## src/hdl/gb_bus_pkg.sv

```systemverilog
// shared bus types for the memory fabric
// region enum used by the decoder and read return
// memory map boundaries and interrupt bit positions
package gb_bus_pkg;

   typedef logic [15:0] bus_addr_t;
   typedef logic [7:0]  bus_data_t;
   typedef logic [12:0] wram_index_t;

   // bit 0 vblank, 1 lcd status, 2 timer, 3 serial, 4 joypad
   typedef logic [4:0]  int_bits_t;

   typedef enum logic [2:0] {
      region_none,
      region_boot,
      region_cart,
      region_wram,
      region_boot_flag,
      region_int_flag,
      region_int_enable
   } region_t;

   // rom space
   localparam bus_addr_t boot_rom_end    = 16'h00FF;
   localparam bus_addr_t cart_rom_end    = 16'h7FFF;

   // work ram and its echo
   localparam bus_addr_t wram_start      = 16'hC000;
   localparam bus_addr_t wram_end        = 16'hDFFF;
   localparam bus_addr_t echo_start      = 16'hE000;
   localparam bus_addr_t echo_end        = 16'hFDFF;

   // single byte registers
   localparam bus_addr_t addr_int_flag   = 16'hFF0F;
   localparam bus_addr_t addr_boot_flag  = 16'hFF50;
   localparam bus_addr_t addr_int_enable = 16'hFFFF;

   // request pin positions in the flag register
   localparam int int_vblank = 0;
   localparam int int_lcd    = 1;
   localparam int int_timer  = 2;

endpackage
```

## src/hdl/gb_read_return.sv

```systemverilog
// read data return path
// captures the source byte in the request cycle
// selects ram or captured byte one cycle later with a valid pulse
`timescale 1ns/1ps

module gb_read_return
   import gb_bus_pkg::*;
(
   input  logic      clock,
   input  logic      reset,
   input  region_t   region,
   input  logic      mem_re,
   input  bus_data_t boot_data,
   input  bus_data_t cart_data,
   input  bus_data_t boot_flag_byte,
   input  int_bits_t int_flags,
   input  int_bits_t int_enable,
   input  bus_data_t ram_q,
   output bus_data_t rd_data,
   output logic      rd_valid
);

   bus_data_t source_byte;
   bus_data_t captured;
   region_t   region_q;
   logic      valid_q;

   // unmapped space and the ram region give zero here
   always_comb begin
      case (region)
         region_boot:       source_byte = boot_data;
         region_cart:       source_byte = cart_data;
         region_boot_flag:  source_byte = boot_flag_byte;
         region_int_flag:   source_byte = {3'b000, int_flags};
         region_int_enable: source_byte = {3'b000, int_enable};
         default:           source_byte = '0;
      endcase
   end

   always_ff @(posedge clock or posedge reset) begin
      if (reset) begin
         valid_q  <= 1'b0;
         region_q <= region_none;
      end else begin
         valid_q <= mem_re;
         if (mem_re) begin
            region_q <= region;
         end
      end
   end

   always_ff @(posedge clock) begin
      if (mem_re) begin
         captured <= source_byte;
      end
   end

   // ram output is already registered by the ram itself
   assign rd_data  = (region_q == region_wram) ? ram_q : captured;
   assign rd_valid = valid_q;

endmodule

```

## config.mk

```make
export PLATFORM = sky130hd
export DESIGN_NAME = gb_read_return
export DESIGN_NICKNAME = d
export VERILOG_FILES = /design/src/hdl/gb_bus_pkg.sv /design/src/hdl/gb_read_return.sv
export SDC_FILE = /design/constraint.sdc
export NUM_CORES = 1
export LEC_CHECK = 0
export BUFFER_PORTS_ARGS = -buffer_cell sky130_fd_sc_hd__buf_2
export CAP_MARGIN = 20
export CORE_MARGIN = 3
export CORE_UTILIZATION = 42
export DETAILED_ROUTE_END_ITERATION = 10
export HOLD_SLACK_MARGIN = 0.12
export MAX_ROUTING_LAYER = met4
export PLACE_DENSITY_LB_ADDON = 0.3
export SYNTH_ARGS = -nofsm -noshare
export SYNTH_HDL_FRONTEND = slang
export SYNTH_SLANG_ARGS = --single-unit
```

## constraint.sdc

```tcl
create_clock -name clock -period 1.6 [get_ports clock]
set_input_delay 0.16 -clock clock [delete_from_list [all_inputs] [get_ports clock]]
set_output_delay 0.16 -clock clock [all_outputs]
set_load 0.03 [all_outputs]
```

Word-level counts from Yosys, hierarchy flattened
Index checks and enable logic that the tools add are counted.
{ "classes": {"add_sub_neg": 0, "mul": 0, "div": 0, "n_lt_le_gt_ge": 0, "n_eq_ne": 6, "n_shift": 0, "n_mux": 2, "bitwise": 0, "reduce_logical": 0} }
{ "op_table": {"columns": ["op", "n"], "rows": [
  ["one-hot mux 8 bit (5 select lines)", 1],
  ["equality test 3 bit (second input constant)", 3],
  ["2-to-1 mux 8 bit", 1],
  ["equality test 3 x 2 -> 1 bit (second input constant)", 2],
  ["equality test 3 x 1 -> 1 bit (second input constant)", 1]
]} }
{ "word_totals": {"reg_bits": 12, "latch_bits": 0, "mem_bits_rw": 0, "rom_bits": 0, "inputBits": 48, "elab_cells": 11, "memories": 0} }

Depth between registers and ports, before layout
{ "logic_depth": {"word_depth": 2, "depth_mapped": 4} }

Worst setup path after synthesis
OpenSTA, ideal clock, no wires.
{ "synth_path": {"kind": "register to output", "start": "register region_q[0]", "end": "output rd_data[0]", "arrival_ns": 0.932, "t_required_ns": 1.440, "setup_slack_ns": 0.508, "stages_incl_launch_ff": 3, "n_path_buf": 0, "path_cell_list": "dfrtp_1 -> nand3b_4 -> mux2_2"} }
{ "synth_via": {"elab_chain_len": 2} }
{ "synth_lines": {"columns": ["element", "line", "source"], "rows": [
  ["start: declaration", "gb_read_return.sv:25", "region_t region_q;"],
  ["start signal: assignment", "gb_read_return.sv:43", "region_q <= region_none;"],
  ["start signal: assignment", "gb_read_return.sv:47", "region_q <= region;"],
  ["equality test 3 x 2 -> 1 bit", "gb_read_return.sv:59", "assign rd_data = (region_q == region_wram) ? ram_q : captured;"],
  ["2-to-1 mux 8 bit", "gb_read_return.sv:59", null],
  ["end: declaration", "gb_read_return.sv:19", "output bus_data_t rd_data,"]
]} }
No other way between the ends.

Worst setup path after layout
{ "layout_path": {"start": "register region_q[1]", "end": "output rd_data[2]"} }
Same word-level chain as after synthesis.

==> run metrics <==
status finished clean; Seq/Total Area, Yosys 44.7%; met1 GRT Util 19.4%; data arrival time of the critical path 1.35 ns; fin util 67.9%; cell taking the most area after synthesis edfxtp_1; CTS tree yes; Max Cap Viol 0; met3 usage 1.53%; vias in the first global route 690; initial antenna violation count 0; Yosys cell types 18; ANT cells 0; commonest cells in the netlist 11 x mux2_2, 8 x a22oi_1, 8 x edfxtp_1, 8 x nand2_1; Setup crit end kind output port; vias per cell 4.99; Die Ht 48.6 um; CP max FO 8; Hold Crit Depth 1; Synth Net Count 111; clock sink total 12; synth warn 0; ys async rst share 33.3%; gr busiest metal met2; Synth Flop Type edfxtp_1; gpl congestion 0.736; first-pass GRT wire length 2.93 mm; most frequent cell after synthesis mux2_2; die area 0.00236 mm^2; maximum VDD drop 348 uV; post-synthesis average cell area 12.1 um^2; CTS Buf Count 3; final worst path period share 94.2%; RSZ-0062 raised after global routing no; PostCTS Resize Cnt 0; startpoint types flip-flop; fmax 0.663 GHz; LEAKAGE 0.000522 uW; Hold Path Sink rd_valid; number of synthesized flops with an enable pin 8; DRC Markers 0; R2R Path Start region_q[1]; register-to-register setup slack 0.81 ns; critical path class flip-flop to output port; final hold vios 0; Slew headroom 83.2%; r2r worst-path depth 1; skew final 0 ns; Initial Utilization 47.3%; Fin Setup TNS 0 ns; Critical Path RT 1.44 ns; Hold Path Class input pin to flip-flop; Syn-to-layout area delta 43.5%; GRT Resource Usage Total 15.9%; io pins 57; Final Power 818 uW; M2 GR Usage 26.1%; root buffer cell clkbuf_4; final setup vio count 0; Power Dens Cells 748 mW/mm^2; Syn Inst Count 63; Max H-tree Level 1; fin crit period 1.51 ns; antenna-violating nets left 0; fillers 147; largest net degree at the start of global routing 13; DP Wirelength 1.47 mm; DR vias 729; dominant cells by area after synthesis edfxtp_1 32%, mux2_2 16%, dfrtp_1 13%, a22oi_1 7.9%, mux2i_1 6.6%; HP Start mem_re; fin. max-slew vios 0; Core ar. 0.00161 mm^2; Synth top area share 31.5%; Mapped Area 762 um^2; Pre-Repair DR Iteration Count 4; Final Routed Wirelength 1.78 mm; share of cells above drive strength 1 60.7%; reg2reg end region_q[1]; Nets 171; worst slew pin tran 0.252 ns; worst skew pair latency 0.26 ns; total congestion overflow 0; PortBufs 56; Clock Pin Slew Worst Setup and Hold Paths 0.07 ns; Max Root-Sink Buffers 2; wire length per cell 12.2 um; initial DRC count 9; Die Wd 48.6 um; Synth Register Bits 12; Row Count 14
routing by layer:
layer	vias to the layer above	routed length, um
met5	-	0
met4	0	17
met3	2	140
met2	37	860
met1	325	763
li1	365	-
sequential cells by signal, indices dropped and copies added, names as in the netlist:
name      cells
captured      8
rd_valid      1
region_q      3
logic make-up (layout without fill, tap and decap cells):
kind of cell	Yosys count	in the layout	synth area share (%)
AOI/OAI and AO/OA	16	16	15.6
buffers and inverters	3	62	2.46
DFF	12	12	44.7
muxes	16	16	22.8
and+or+nand+nor	16	16	14.5
through the flow:
| stage | worst slack [ns] | cells | hold WS, ns | cell area (um^2) |
|---|---|---|---|---|
| floorplan | 0.508 | 63 | -0.0739 | 762 |
| global placement | 0.381 | 141 | 0.0439 | 1060 |
| detailed placement | 0.349 | 141 | 0.0493 | 1060 |
| CTS | 0.0705 | 146 | 0.145 | 1090 |
| global route | 0.0200 | 146 | 0.155 | 1090 |
| finish | 0.0923 | 146 | 0.156 | 1090 |
area by class of cell:
| cell class | count | area, um^2 | area share [%] |
|---|---|---|---|
| Clock buffer | 4 | 26.3 | 2.40 |
| Sequential cell | 12 | 340 | 31.1 |
| Multi-Input combinational cell | 48 | 403 | 36.8 |
| Tap cell | 24 | 30.0 | 2.75 |
| Inverter | 1 | 3.75 | 0.343 |
| Timing Repair Buffer | 57 | 290 | 26.5 |
repair_timing:
item	CTS	global route
setup buffers	0	0
endpoints found under the setup margin	0	0
hold buffers	1	0
endpoints found under the hold margin	4	0
cell usage in the layout (no fill, tap or decap), drive strengths merged, types with 3 or more instances in the layout:
cell / instances
o21ai: 3
mux2i: 5
clkbuf: 4
o221ai: 5
nand2: 8
buf: 56
a22oi: 8
mux2: 11
edfxtp: 8
dfrtp: 4
worst max path at each step:
stage / slack (ns) / startpoint / to / cells after the start
final: 0.09 / region_q[1] / rd_data[2] / 3
after floorplan: 0.51 / region_q[0] / rd_data[0] / 2
after global routing: 0.02 / region_q[2] / rd_data[1] / 3
after detailed placement: 0.35 / region[2] / captured[1] / 4
after global placement: 0.38 / region[2] / captured[1] / 4
after CTS: 0.07 / region_q[1] / rd_data[2] / 3
critical path, stage by stage, from the launching register on:
cell and delay (ns):
dfrtp_1 0.41, nand3b_4 0.15, mux2_2 0.34, buf_2 0.18
power breakdown:
group	total (uW)	internal (uW)	switching, uW
logic	254	120	133
clock network	189	96.4	92.5
registers	376	364	11.4
(Power assumes the default switching activity.)
