$ cat config.mk
export PLATFORM = sky130hd
export DESIGN_NAME = gb_interrupt_regs
export DESIGN_NICKNAME = d
export VERILOG_FILES = /design/src/hdl/gb_bus_pkg.sv /design/src/hdl/gb_interrupt_regs.sv
export SDC_FILE = /design/constraint.sdc
export NUM_CORES = 1
export LEC_CHECK = 0
export ABC_AREA = 1
export BUFFER_PORTS_ARGS = -buffer_cell sky130_fd_sc_hd__buf_2
export CORE_AREA = 2 2 39 41
export DETAILED_ROUTE_END_ITERATION = 16
export DIE_AREA = 0 0 41 43
export PLACE_DENSITY = 0.63
export SLEW_MARGIN = 20
export SYNTH_ARGS = -nofsm -noshare
export SYNTH_HDL_FRONTEND = slang
export SYNTH_SLANG_ARGS = --single-unit
$ cat constraint.sdc
create_clock -name clock -period 2.7 [get_ports clock]
set_clock_uncertainty 0.05 [all_clocks]
set_input_delay 0.135 -clock clock [delete_from_list [all_inputs] [get_ports clock]]
set_output_delay 0.135 -clock clock [all_outputs]
set_load 0.02 [all_outputs]
$ cat src/hdl/gb_bus_pkg.sv
// shared bus types for the memory fabric
// region enum used by the decoder and read return
// memory map boundaries and interrupt bit positions
package gb_bus_pkg;

   typedef logic [15:0] bus_addr_t;
   typedef logic [7:0]  bus_data_t;
   typedef logic [12:0] wram_index_t;

   // bit 0 vblank, 1 lcd status, 2 timer, 3 serial, 4 joypad
   typedef logic [4:0]  int_bits_t;

   typedef enum logic [2:0] {
      region_none,
      region_boot,
      region_cart,
      region_wram,
      region_boot_flag,
      region_int_flag,
      region_int_enable
   } region_t;

   // rom space
   localparam bus_addr_t boot_rom_end    = 16'h00FF;
   localparam bus_addr_t cart_rom_end    = 16'h7FFF;

   // work ram and its echo
   localparam bus_addr_t wram_start      = 16'hC000;
   localparam bus_addr_t wram_end        = 16'hDFFF;
   localparam bus_addr_t echo_start      = 16'hE000;
   localparam bus_addr_t echo_end        = 16'hFDFF;

   // single byte registers
   localparam bus_addr_t addr_int_flag   = 16'hFF0F;
   localparam bus_addr_t addr_boot_flag  = 16'hFF50;
   localparam bus_addr_t addr_int_enable = 16'hFFFF;

   // request pin positions in the flag register
   localparam int int_vblank = 0;
   localparam int int_lcd    = 1;
   localparam int int_timer  = 2;

endpackage
$ cat src/hdl/gb_interrupt_regs.sv
// interrupt flag and interrupt enable registers
// request pins merge into the flags and a bus write wins
`timescale 1ns/1ps

module gb_interrupt_regs
   import gb_bus_pkg::*;
(
   input  logic      clock,
   input  logic      reset,
   input  region_t   region,
   input  logic      mem_we,
   input  bus_data_t wr_data,
   input  logic      irq_vblank,
   input  logic      irq_lcd,
   input  logic      irq_timer,
   output int_bits_t int_flags,
   output int_bits_t int_enable
);

   int_bits_t req_bits;
   int_bits_t flags;
   int_bits_t enable;
   logic      flag_write;
   logic      enable_write;

   // serial and joypad have no request pin here
   always_comb begin
      req_bits             = '0;
      req_bits[int_vblank] = irq_vblank;
      req_bits[int_lcd]    = irq_lcd;
      req_bits[int_timer]  = irq_timer;
   end

   assign flag_write   = mem_we && (region == region_int_flag);
   assign enable_write = mem_we && (region == region_int_enable);

   // flags are sticky until the processor writes them
   always_ff @(posedge clock or posedge reset) begin
      if (reset) begin
         flags <= '0;
      end else if (flag_write) begin
         flags <= wr_data[4:0];
      end else begin
         flags <= flags | req_bits;
      end
   end

   always_ff @(posedge clock or posedge reset) begin
      if (reset) begin
         enable <= '0;
      end else if (enable_write) begin
         enable <= wr_data[4:0];
      end
   end

   assign int_flags  = flags;
   assign int_enable = enable;

endmodule

; ---- Yosys cells after proc, flatten, opt, wreduce, memory -nomap -nowiden
; Index checks and enable logic that the tools add are counted.
[totals]
reg_bits = 10
output_inout_bits = 10
wordCells = 8
[op_classes]
eq_ne = 2
mux = 1
n_bitwise = 1
n_reduce_logical = 2
[ops]
columns = op, n
row1 = $eq 3x3->1 const B, 2
row2 = $mux 5, 1
row3 = $or 5x3->5, 1
row4 = $logic_and 1x1->1, 2

; ---- Longest topological paths before layout
[depth]
word_depth = 3
depth_mapped = 5
mapped_depth_nobuf = 5

; ---- Least setup slack after synthesis
; OpenSTA, ideal clock, no wires.
[synth_path]
path_type = flip-flop to flip-flop
startpoint = register flags[0], in the netlist int_flags[0]
endpoint = register flags[0], in the netlist int_flags[0]
setup_ps = 116
t_arrival_ps = 812
setup_slack_ps = 1722
path_stages_with_launch = 4
synth_period_minus_slack_ps = 978
cell_sequence = dfrtp_1 -> or2_2 -> nand2_1 -> nand2_1
[synth_via]
elab_chain_len = 2
[synth_rtl]
columns = element, line_no
row1 = start: declaration, gb_interrupt_regs.sv:21  ; int_bits_t flags;
row2 = start signal: assignment, gb_interrupt_regs.sv:42  ; flags <= wr_data[4:0];
row3 = start signal: assignment, gb_interrupt_regs.sv:44  ; flags <= flags | req_bits;
row4 = $or 5x3->5, gb_interrupt_regs.sv:44
row5 = $mux 5, gb_interrupt_regs.sv:41  ; end else if (flag_write) begin
; Every way passes these cells.
; A chain may end at the register's enable or synchronous reset.

; ---- Worst setup path after layout
[layout_path]
startpoint = register enable[0], in the netlist int_enable[0]
endpoint = output port int_enable[0]
[layout_rtl]
columns = element, line_no
row1 = start: declaration, gb_interrupt_regs.sv:22  ; int_bits_t enable;
row2 = start signal: assignment, gb_interrupt_regs.sv:52  ; enable <= wr_data[4:0];
row3 = end: declaration, gb_interrupt_regs.sv:17  ; output int_bits_t int_enable
; No word-level cell between the ends.

==> results.md <==
- Status: completed
- Crit path depth: 1
- Worst path required time: 2.52 ns
- WHS Path Cells: 3
- Via count: 424
- Gate Count Post-Synth: 53
- Crit-path max FO: 2
- Gr usage total: 0.126
- Clock Tree Buf Depth: 2
- Die Y: 43 um
- CTS Buf Count: 3
- HPWL Detailed: 742 um
- Sequential area share after synthesis: 0.549
- Number of DRC markers in iteration 0: 4
- Max VDD drop: 249 uV
- Drt drc: 0
- Via density: 4.46
- Gpl congestion: 0.700
- Grt total ovfl: 0
- CTS tree: done
- First-pass GRT wire length: 1460 um
- Layout net count: 98
- CP Launch Point: int_enable[0]
- Largest net degree at the start of global routing: 13
- Power Density: 616 nW/um^2
- Clock share of power: 0.260
- Total Wirelength: 951 um
- WP buf/inv: 1
- Synth Register Bits: 10
- Leak: 0.343 nW
- Yosys cell types: 9
- Post-Synthesis Cell Area: 455 sq um
- Syn. warnings: 0
- MaxCap Viol Count: 0
- Final min period: 0.987 ns
- Vias in the first global route: 378
- CP Cell Sequence: buf_2
- Rel. slew slack: 0.747
- Syn nets: 70
- # port buffers: 23
- Worst setup EP type: output pin
- RR Startpoint: int_flags[1]
- DR pass1 iterations: 4
- Slew Viols, Final: 0
- Clk_lat worst skew: 0.25 ns
- Cts-stage hold buffer count: 1
- DR WL/cell: 10.0 um
- Starting Density: 0.329
- Postcts setup bufs: 0
- Initial antenna violation count: 0
- Design Power: 379 uW
- Worst path arrival time: 0.80 ns
- Reg power frac: 0.482
- Sw Share: 0.319
- Internal: 258 uW
- Hold Path Class: in -> reg
- Final Hold Viols: 0
- Combinational Power Share: 0.258
- Worst path top cell family by delay: flip-flops
- DIE WIDTH: 41 um
- Layout cells sized above 1: 0.456
- WS Path Type: reg -> out
- CTS resizes: 0
- Clk sinks: 10
- R2r setup slk: 1.79 ns
- Fraction of the cycle the final worst path needs: 0.366
- Worst reg2reg path endpoint: int_flags[1]
- Routed Antenna Nets: 0
- Critical path's slowest cell: dfrtp_1
- I/O pin cnt: 27
- CP Launch Type: flop
- RSZ-0062 raised after global routing: no
- Die area: 1760 sq um
- Setup total negative slack: 0 ns
- Area growth syn-to-layout: 35.2%
- Root buf cell: clkbuf_4
- Psw: 121 uW
- # setup viols final: 0
- CP peak stage delay: 0.39 ns
- Slew @ Worst Pin: 0.379 ns
- Hold Crit Start: wr_data[3]
- FF-to-FF path depth: 3
- H-tree levels: 1
- Mean Syn Cell Area: 8.59 sq um
- Std-Cell Rows: 14
- Fmax: 1010 MHz
- Total core area: 1380 sq um
- Hold endpoint: int_enable[3]
- N_diodes: 0
- Clock slew at reported path FFs: 0.06 ns
state kept, by name (all words and copies together), names as in the netlist:
register and count:
int_flags 5, int_enable 5
cells in the final DEF, fill, tap and decap left out:
master | synthesis | routed
buf_2 | 0 | 23
clkbuf_4 | 0 | 3
dfrtp_1 | 10 | 10
dlygate4sd3_1 | 0 | 1
inv_1 | 1 | 1
inv_2 | 3 | 3
nand2_1 | 21 | 21
nand2_2 | 2 | 2
nand3_1 | 10 | 10
nor2_4 | 2 | 2
or2_2 | 3 | 3
worst max-delay path by stage:
| stage | end | slack (ns) |
|---|---|---|
| 6_report | int_enable[0] | 1.71 |
| 4_1_cts | int_enable[0] | 1.70 |
| 5_1_grt | int_enable[2] | 1.68 |
| 3_3_place_gp | int_flags[1] | 1.81 |
| 3_5_place_dp | int_flags[1] | 1.79 |
| 2_1_floorplan | int_flags[0] | 1.72 |
stage by stage:
step	hold WS, ns	instance area, sq um	utilization	setup slack [ns]	cells
global placement	0.0693	583	0.421	1.81	91
detailed placement	0.0819	583	0.421	1.79	91
CTS	0.0649	616	0.445	1.70	95
global route	0.0879	616	0.445	1.68	95
finish	0.0718	616	0.445	1.71	95
floorplan	-0.0748	455	-	1.72	53
layer usage:
metal | GRT usage | vias to the layer above | routed length (um)
met2 | 0.184 | 16 | 461
met1 | 0.146 | 188 | 408
met3 | 0.0314 | 2 | 68
met5 | 0 | - | 0
li1 | - | 218 | -
met4 | 0.100 | 0 | 12
synthesized netlist by cell type:
cell	number	area, sq um
nand2_1	21	78.8
dfrtp_1	10	250
nand3_1	10	50.1
inv_2	3	11.3
or2_2	3	18.8
nand2_2	2	12.5
nor2_4	2	22.5
buf_4	1	7.51
inv_1	1	3.75
cell families after synthesis:
kind of cell	count (synthesis)	synth area share
DFF	10	0.549
buffers and inverters	5	0.0494
and+or+nand+nor	38	0.401
power by group through the flow:
stage | Sequential (mW) | Clock [mW] | Combinational (mW)
3_3_place_gp | 0.184 | 0 | 0.0966
6_report | 0.183 | 0.0986 | 0.0979
4_1_cts | 0.182 | 0.103 | 0.100
5_1_grt | 0.184 | 0.108 | 0.108
3_5_place_dp | 0.185 | 0 | 0.0985
2_1_floorplan | 0.214 | 0 | 0.0300
area by class of cell:
class,count,area [sq um]
Clock buffer,3,22.5
Fill cell,145,768
Inverter,4,15.0
Multi-Input combinational cell,38,183
Sequential cell,10,250
Tap cell,16,20.0
Timing Repair Buffer,24,125
Note: power is estimated with default switching activity, not from simulation.
