## config.mk

```make
export PLATFORM = sky130hd
export DESIGN_NAME = gb_memory_map
export DESIGN_NICKNAME = d
export VERILOG_FILES = /design/src/hdl/gb_bus_pkg.sv /design/src/hdl/gb_memory_map.sv
export SDC_FILE = /design/constraint.sdc
export NUM_CORES = 1
export LEC_CHECK = 0
export BUFFER_PORTS_ARGS = -buffer_cell sky130_fd_sc_hd__clkbuf_2
export CORE_UTILIZATION = 33
export CTS_CLUSTER_SIZE = 10
export DETAILED_ROUTE_END_ITERATION = 6
export PLACE_DENSITY = 0.79
export SYNTH_ARGS = -nofsm -noshare
export SYNTH_HDL_FRONTEND = slang
export SYNTH_SLANG_ARGS = --single-unit
```

## constraint.sdc

```tcl
create_clock -name clock -period 1.8 [get_ports clock]
set_clock_uncertainty 0.1 [all_clocks]
set_input_delay 0.18 -clock clock [delete_from_list [all_inputs] [get_ports clock]]
set_output_delay 0.18 -clock clock [all_outputs]
set_load 0.05 [all_outputs]
```

## src/hdl/gb_bus_pkg.sv

```systemverilog
// shared bus types for the memory fabric
// region enum used by the decoder and read return
// memory map boundaries and interrupt bit positions
package gb_bus_pkg;

   typedef logic [15:0] bus_addr_t;
   typedef logic [7:0]  bus_data_t;
   typedef logic [12:0] wram_index_t;

   // bit 0 vblank, 1 lcd status, 2 timer, 3 serial, 4 joypad
   typedef logic [4:0]  int_bits_t;

   typedef enum logic [2:0] {
      region_none,
      region_boot,
      region_cart,
      region_wram,
      region_boot_flag,
      region_int_flag,
      region_int_enable
   } region_t;

   // rom space
   localparam bus_addr_t boot_rom_end    = 16'h00FF;
   localparam bus_addr_t cart_rom_end    = 16'h7FFF;

   // work ram and its echo
   localparam bus_addr_t wram_start      = 16'hC000;
   localparam bus_addr_t wram_end        = 16'hDFFF;
   localparam bus_addr_t echo_start      = 16'hE000;
   localparam bus_addr_t echo_end        = 16'hFDFF;

   // single byte registers
   localparam bus_addr_t addr_int_flag   = 16'hFF0F;
   localparam bus_addr_t addr_boot_flag  = 16'hFF50;
   localparam bus_addr_t addr_int_enable = 16'hFFFF;

   // request pin positions in the flag register
   localparam int int_vblank = 0;
   localparam int int_lcd    = 1;
   localparam int int_timer  = 2;

endpackage
```

## src/hdl/gb_memory_map.sv

```systemverilog
// address decoder for the processor bus
// boot-disable register that controls the boot rom overlay
// work ram index for the ram and echo windows
`timescale 1ns/1ps

module gb_memory_map
   import gb_bus_pkg::*;
#(
   parameter int wram_addr_width = 13
) (
   input  logic        clock,
   input  logic        reset,
   input  bus_addr_t   addr,
   input  bus_data_t   wr_data,
   input  logic        mem_we,
   output region_t     region,
   output wram_index_t wram_index,
   output bus_data_t   boot_flag_byte,
   output logic        boot_done
);

   bus_data_t boot_flag;
   logic      in_wram;
   logic      in_echo;
   bus_addr_t wram_offset;

   assign in_wram = (addr >= wram_start) && (addr <= wram_end);
   assign in_echo = (addr >= echo_start) && (addr <= echo_end);

   // overlay only while boot flag bit 0 is clear
   always_comb begin
      region = region_none;
      if ((addr <= boot_rom_end) && !boot_flag[0]) begin
         region = region_boot;
      end else if (addr <= cart_rom_end) begin
         region = region_cart;
      end else if (in_wram || in_echo) begin
         region = region_wram;
      end else if (addr == addr_boot_flag) begin
         region = region_boot_flag;
      end else if (addr == addr_int_flag) begin
         region = region_int_flag;
      end else if (addr == addr_int_enable) begin
         region = region_int_enable;
      end
   end

   // echo window folds onto the same ram bytes
   always_comb begin
      if (in_echo) begin
         wram_offset = addr - echo_start;
      end else begin
         wram_offset = addr - wram_start;
      end
   end

   // a narrower ram just aliases inside its window
   assign wram_index = wram_index_t'(wram_offset[wram_addr_width-1:0]);

   // once boot flag bit 0 is set the cartridge shows at 0x0000
   always_ff @(posedge clock or posedge reset) begin
      if (reset) begin
         boot_flag <= '0;
      end else if (mem_we && (region == region_boot_flag)) begin
         boot_flag <= wr_data;
      end
   end

   assign boot_flag_byte = boot_flag;
   assign boot_done      = boot_flag[0];

endmodule

```

* Word level (Yosys, flattened, before mapping) *
Index checks and enable logic that the tools add are counted.

storage, ports and cells
  register bits after elaboration = 8
  input bits = 27
  output and inout port bits = 25
  logic and storage cells = 26

cells by class
  add/subtract/negate cells = 2
  magnitude comparators = 6
  eq/ne operators = 4
  multiplexer cells = 7
  reduce and logical (&&, ||, !) cells = 6

operators with widths
  operator               number
  $eq 16x16->1 const B   3
  $ge 16x16->1 const B   2
  $le 16x16->1 const B   2
  $sub 13x1->13 const B  2
  $mux 3                 6
  $le 16x15->1 const B   1
  $le 16x8->1 const B    1
  $mux 13                1
  $logic_and 1x1->1      4
  $eq 3x3->1 const B     1
  $logic_not 1->1        1
  $logic_or 1x1->1       1

* Longest topological paths before layout *
  depth in word-level cells = 9
  gate-level depth with buffers = 5

* Worst setup path after synthesis *
OpenSTA, ideal clock, no wires.

  path type = input to output
  start = input port addr[5]
  end = output port region[0]
  arrival time = 2004 ps
  path slack = -484 ps
  stages = 4
  path buffers = 0
  cells stage by stage = or4_1 > nor2_1 > a21oi_1 > o21ai_0

on the way
  cells in the longest elaborated chain, start to end = 6

ends and longest elaborated chain
  element                                            RTL line                                  source
  start, declared                                    gb_memory_map.sv:13                       input bus_addr_t addr,
  $ge 16x16->1, or another cell as far along         gb_memory_map.sv:27                       assign in_wram = (addr >= wram_start) && (addr <= wram_end);
  $logic_and 1x1->1, or another cell as far along    gb_memory_map.sv:27
  $logic_or 1x1->1 / $mux 3 (equally long branches)  gb_memory_map.sv:37, gb_memory_map.sv:39
  $mux 3                                             gb_memory_map.sv:37                       end else if (in_wram || in_echo) begin
  $mux 3                                             gb_memory_map.sv:35                       end else if (addr <= cart_rom_end) begin
  $mux 3 *                                           gb_memory_map.sv:33                       if ((addr <= boot_rom_end) && !boot_flag[0]) begin
  end, declared                                      gb_memory_map.sv:16                       output region_t region,

Mark *: on every way between the ends. The rest lies on a longest branch, timed or not.

* Worst setup path in the final report *
  start = input port addr[0]
  end = register boot_flag[4], in the netlist boot_flag_byte[4]

on the way
  cells in the longest elaborated chain, start to end = 9

ends and longest elaborated chain
  element                                                               RTL line             source
  parallel branches: the longest is 6 deep, another holds $ge 16x16->1  --
  $mux 3 *                                                              gb_memory_map.sv:33
  $eq 3x3->1 *                                                          gb_memory_map.sv:64  end else if (mem_we && (region == region_boot_flag)) begin
  $logic_and 1x1->1 *                                                   gb_memory_map.sv:64
  end signal, assigned                                                  gb_memory_map.sv:65  boot_flag <= wr_data;
  end, declared                                                         gb_memory_map.sv:22  bus_data_t boot_flag;

Every way passes the cells marked *.
A chain may end at the register's enable or synchronous reset.

==> results_dict.tcl <==
set metrics [dict create \
    final_common_cell "clkbuf_2" \
    multi_input_area_um2 315 \
    seqPwrFrac_pct 36.2 \
    dpl-instance-area_um2 922 \
    synth_area_leaders "dfrtp_1 34%, buf_4 18%, mux2_2 15%, a2111oi_4 4.7%, nand3_1 2.5%" \
    holdWs_ps 56.1 \
    grt_pass1_wl_mm 2.50 \
    synth_top_family_by_area "buffers and inverters" \
    stdcell_area_um2 1000 \
    clk_pin_slew_ps 60 \
    synthAdderAreaFrac_pct 0 \
    dr.pass1.iters 4 \
    r2r-end "boot_flag_byte[4]" \
    synth_top_area_share_pct 33.8 \
    p_per_area_nw_per_um2 497 \
    syn_nets 88 \
    vdd_drop_max_uv 392 \
    synth-simple-area-share_pct 18.2 \
    cp.required_ps 1840 \
    hp-start "wr_data[3]" \
    die_h_um 44.4 \
    swShare_pct 34.3 \
    outcome "finished with violations" \
    antenna_cells 0 \
    yosys_warnings 0 \
    cts.path.max_buffers 2 \
    syn2layout_area_growth_pct 69.1 \
    fill_cells 147 \
    holdPathEnd "boot_flag_byte[3]" \
    final.setup.tns_ps -3.30 \
    syn_area_um2 592 \
    cts_inserted_buffers 3 \
    fmax_mhz 555 \
    rsz0062_at_grt "yes" \
    use_met1_pct 17.2 \
    finalWorstSetupSlack_ps -3.30 \
    r2r_setup_slack_ps 40 \
    failed_checks "negative setup slack" \
    drc 0 \
    coreArea_um2 1590 \
    worst_pin_slew_ps 347 \
    yosys.cell_types.count 21 \
    fin_total_pwr_uw 497 \
    slew_headroom_pct 76.7 \
    cts_tree "built" \
    finalSetupViolations 1 \
    largest_reg_flops 8 \
    cts_root_buf "clkbuf_4" \
    numClockSinks 8 \
    power.internal_uw 327 \
    io_pins 52 \
    grt_pass1_vias 633 \
    leakage_uw 0.000551 \
    combPwrFrac_pct 35.0 \
    grt_usage_pct 17.3 \
    synth_area_leader_cell "dfrtp_1" \
    grt_busiest_layer "met2" \
    final-hold-violation-count 0 \
    vias 696 \
    cp_data_arrival_time_ps 1840 \
    syn_avg_cell_area_um2 9.70 \
    rr_worst_depth 6 \
    final_max_slew_viol_count 0 \
    avgRoutedWirePerCell_um 11.5 \
    pwr-share-clk_pct 28.7 \
    final_util_pct 62.8 \
    routed_wl_mm 1.68 \
    dp_hpwl_mm 1.42 \
    min_path_cells 2 \
    seq_area_frac_synth_pct 33.8 \
    detail-route-antenna-nets 0 \
    hold_path.class "input pin to register" \
    finalCriticalPeriod_ps 1800 \
    start_kind "input pin" \
    gp_congestion 0.682 \
    htreeDepth 1 \
    die-area_um2 1970 \
    crit_path_max_fanout 4 \
    final_cell_mix "50 x clkbuf_2, 19 x buf_4, 7 x mux2_2, 7 x dfrtp_1, 4 x nand2_1" \
    vias_per_cell 4.77 \
    synth_compound_area_share_pct 13.1 \
    endpoint_kind "register" \
    grt.met2_usage_pct 34.7 \
    grt_max_degree 9 \
    r2r-start "boot_flag_byte[0]" \
    initial_core_util_pct 37.1 \
    layout-drive-gt1-share_pct 75.4 \
    antenna_found_initial 0 \
    synthArstFlopShare_pct 100 \
    critical_path_class "input pin to register" \
    synth_xor_xnor_area_share_pct 0 \
    period_share_pct 100 \
    synth_enable_flop_cells 0 \
    cap_viol_max_count 0 \
    drtIter0Drc 11 \
    register_area_um2 201 \
    gr-total-overflow 0 \
    synth_seq_cells 8 \
    p_switching_uw 171 \
    port_buffers 51 \
    synth.area.mux_share_pct 15.2 \
    final_nets 150 \
    clock_latency_ps 250 \
    rows 14 \
    grtUsageMet3_pct 1.22 \
    synth_cells 61 \
    die_w_um 44.4 \
    synth-main-ff-cell "dfrtp_1" \
]
[worst max-delay path, stage by stage]
cell,delay (ps)
clkbuf_2,90
or4_4,540
nor4_4,150
o31ai_2,120
a2111oi_4,230
buf_4,200
mux2_2,330
[worst max path at each step]
| stage | startpoint | end | slack (ps) | cells after the start |
|---|---|---|---|---|
| after floorplan | addr[0] | boot_flag_byte[1] | -200 | 5 |
| after global placement | addr[0] | boot_flag_byte[7] | -240 | 7 |
| after detailed placement | addr[5] | boot_flag_byte[7] | -300 | 7 |
| after CTS | addr[0] | boot_flag_byte[4] | -8 | 7 |
| after global routing | addr[0] | boot_flag_byte[7] | -70 | 7 |
| final | addr[0] | boot_flag_byte[4] | -3 | 7 |
[per-stage QoR]
step / setup slack [ps] / cells
finish: -3.30 / 146
global route: -69.5 / 146
CTS: -7.62 / 144
detailed placement: -299 / 139
global placement: -239 / 139
floorplan: -204 / 61
[repair_timing]
item,CTS,global route
endpoints found under the setup margin,8,11
pin swaps,1,6
hold endpoints to repair,8,0
resized for setup,4,3
hold buffers,1,0
setup buffers,0,2
[final cells by class]
| cell class | count | share of cell area [%] |
|---|---|---|
| clock buffer | 4 | 2.63 |
| inverter | 3 | 1.13 |
| multi-input combinational | 36 | 31.5 |
| sequential | 8 | 20.1 |
| tap | 24 | 3.00 |
| timing repair buffer | 71 | 41.6 |
[Yosys cell counts, types with 2 or more instances]
cell type	instances
buf_4	14
nor3_1	2
or4_1	2
nand2_1	4
nand3_1	3
inv_1	3
nor2_1	4
nand4_1	2
mux2_2	8
dfrtp_1	8
[metal layers]
metal,vias to the layer above,part of all wire (%)
met1,329,34
met4,0,1.1
li1,332,-
met3,2,6.0
met5,-,0
met2,33,59
[power by group through the flow]
stage | logic [µW] | registers [µW] | clock network [µW]
floorplan | 107 | 183 | 0
detailed placement | 167 | 183 | 0
global route | 183 | 180 | 158
finish | 174 | 180 | 143
global placement | 163 | 183 | 0
CTS | 172 | 180 | 149
[kinds of logic after synthesis]
kind of cell / count (synthesis)
flip-flops: 8
multiplexers: 8
buffers and inverters: 17
AND/OR/NAND/NOR: 20
AO/OA/AOI/OAI: 8
(Power assumes the default switching activity.)
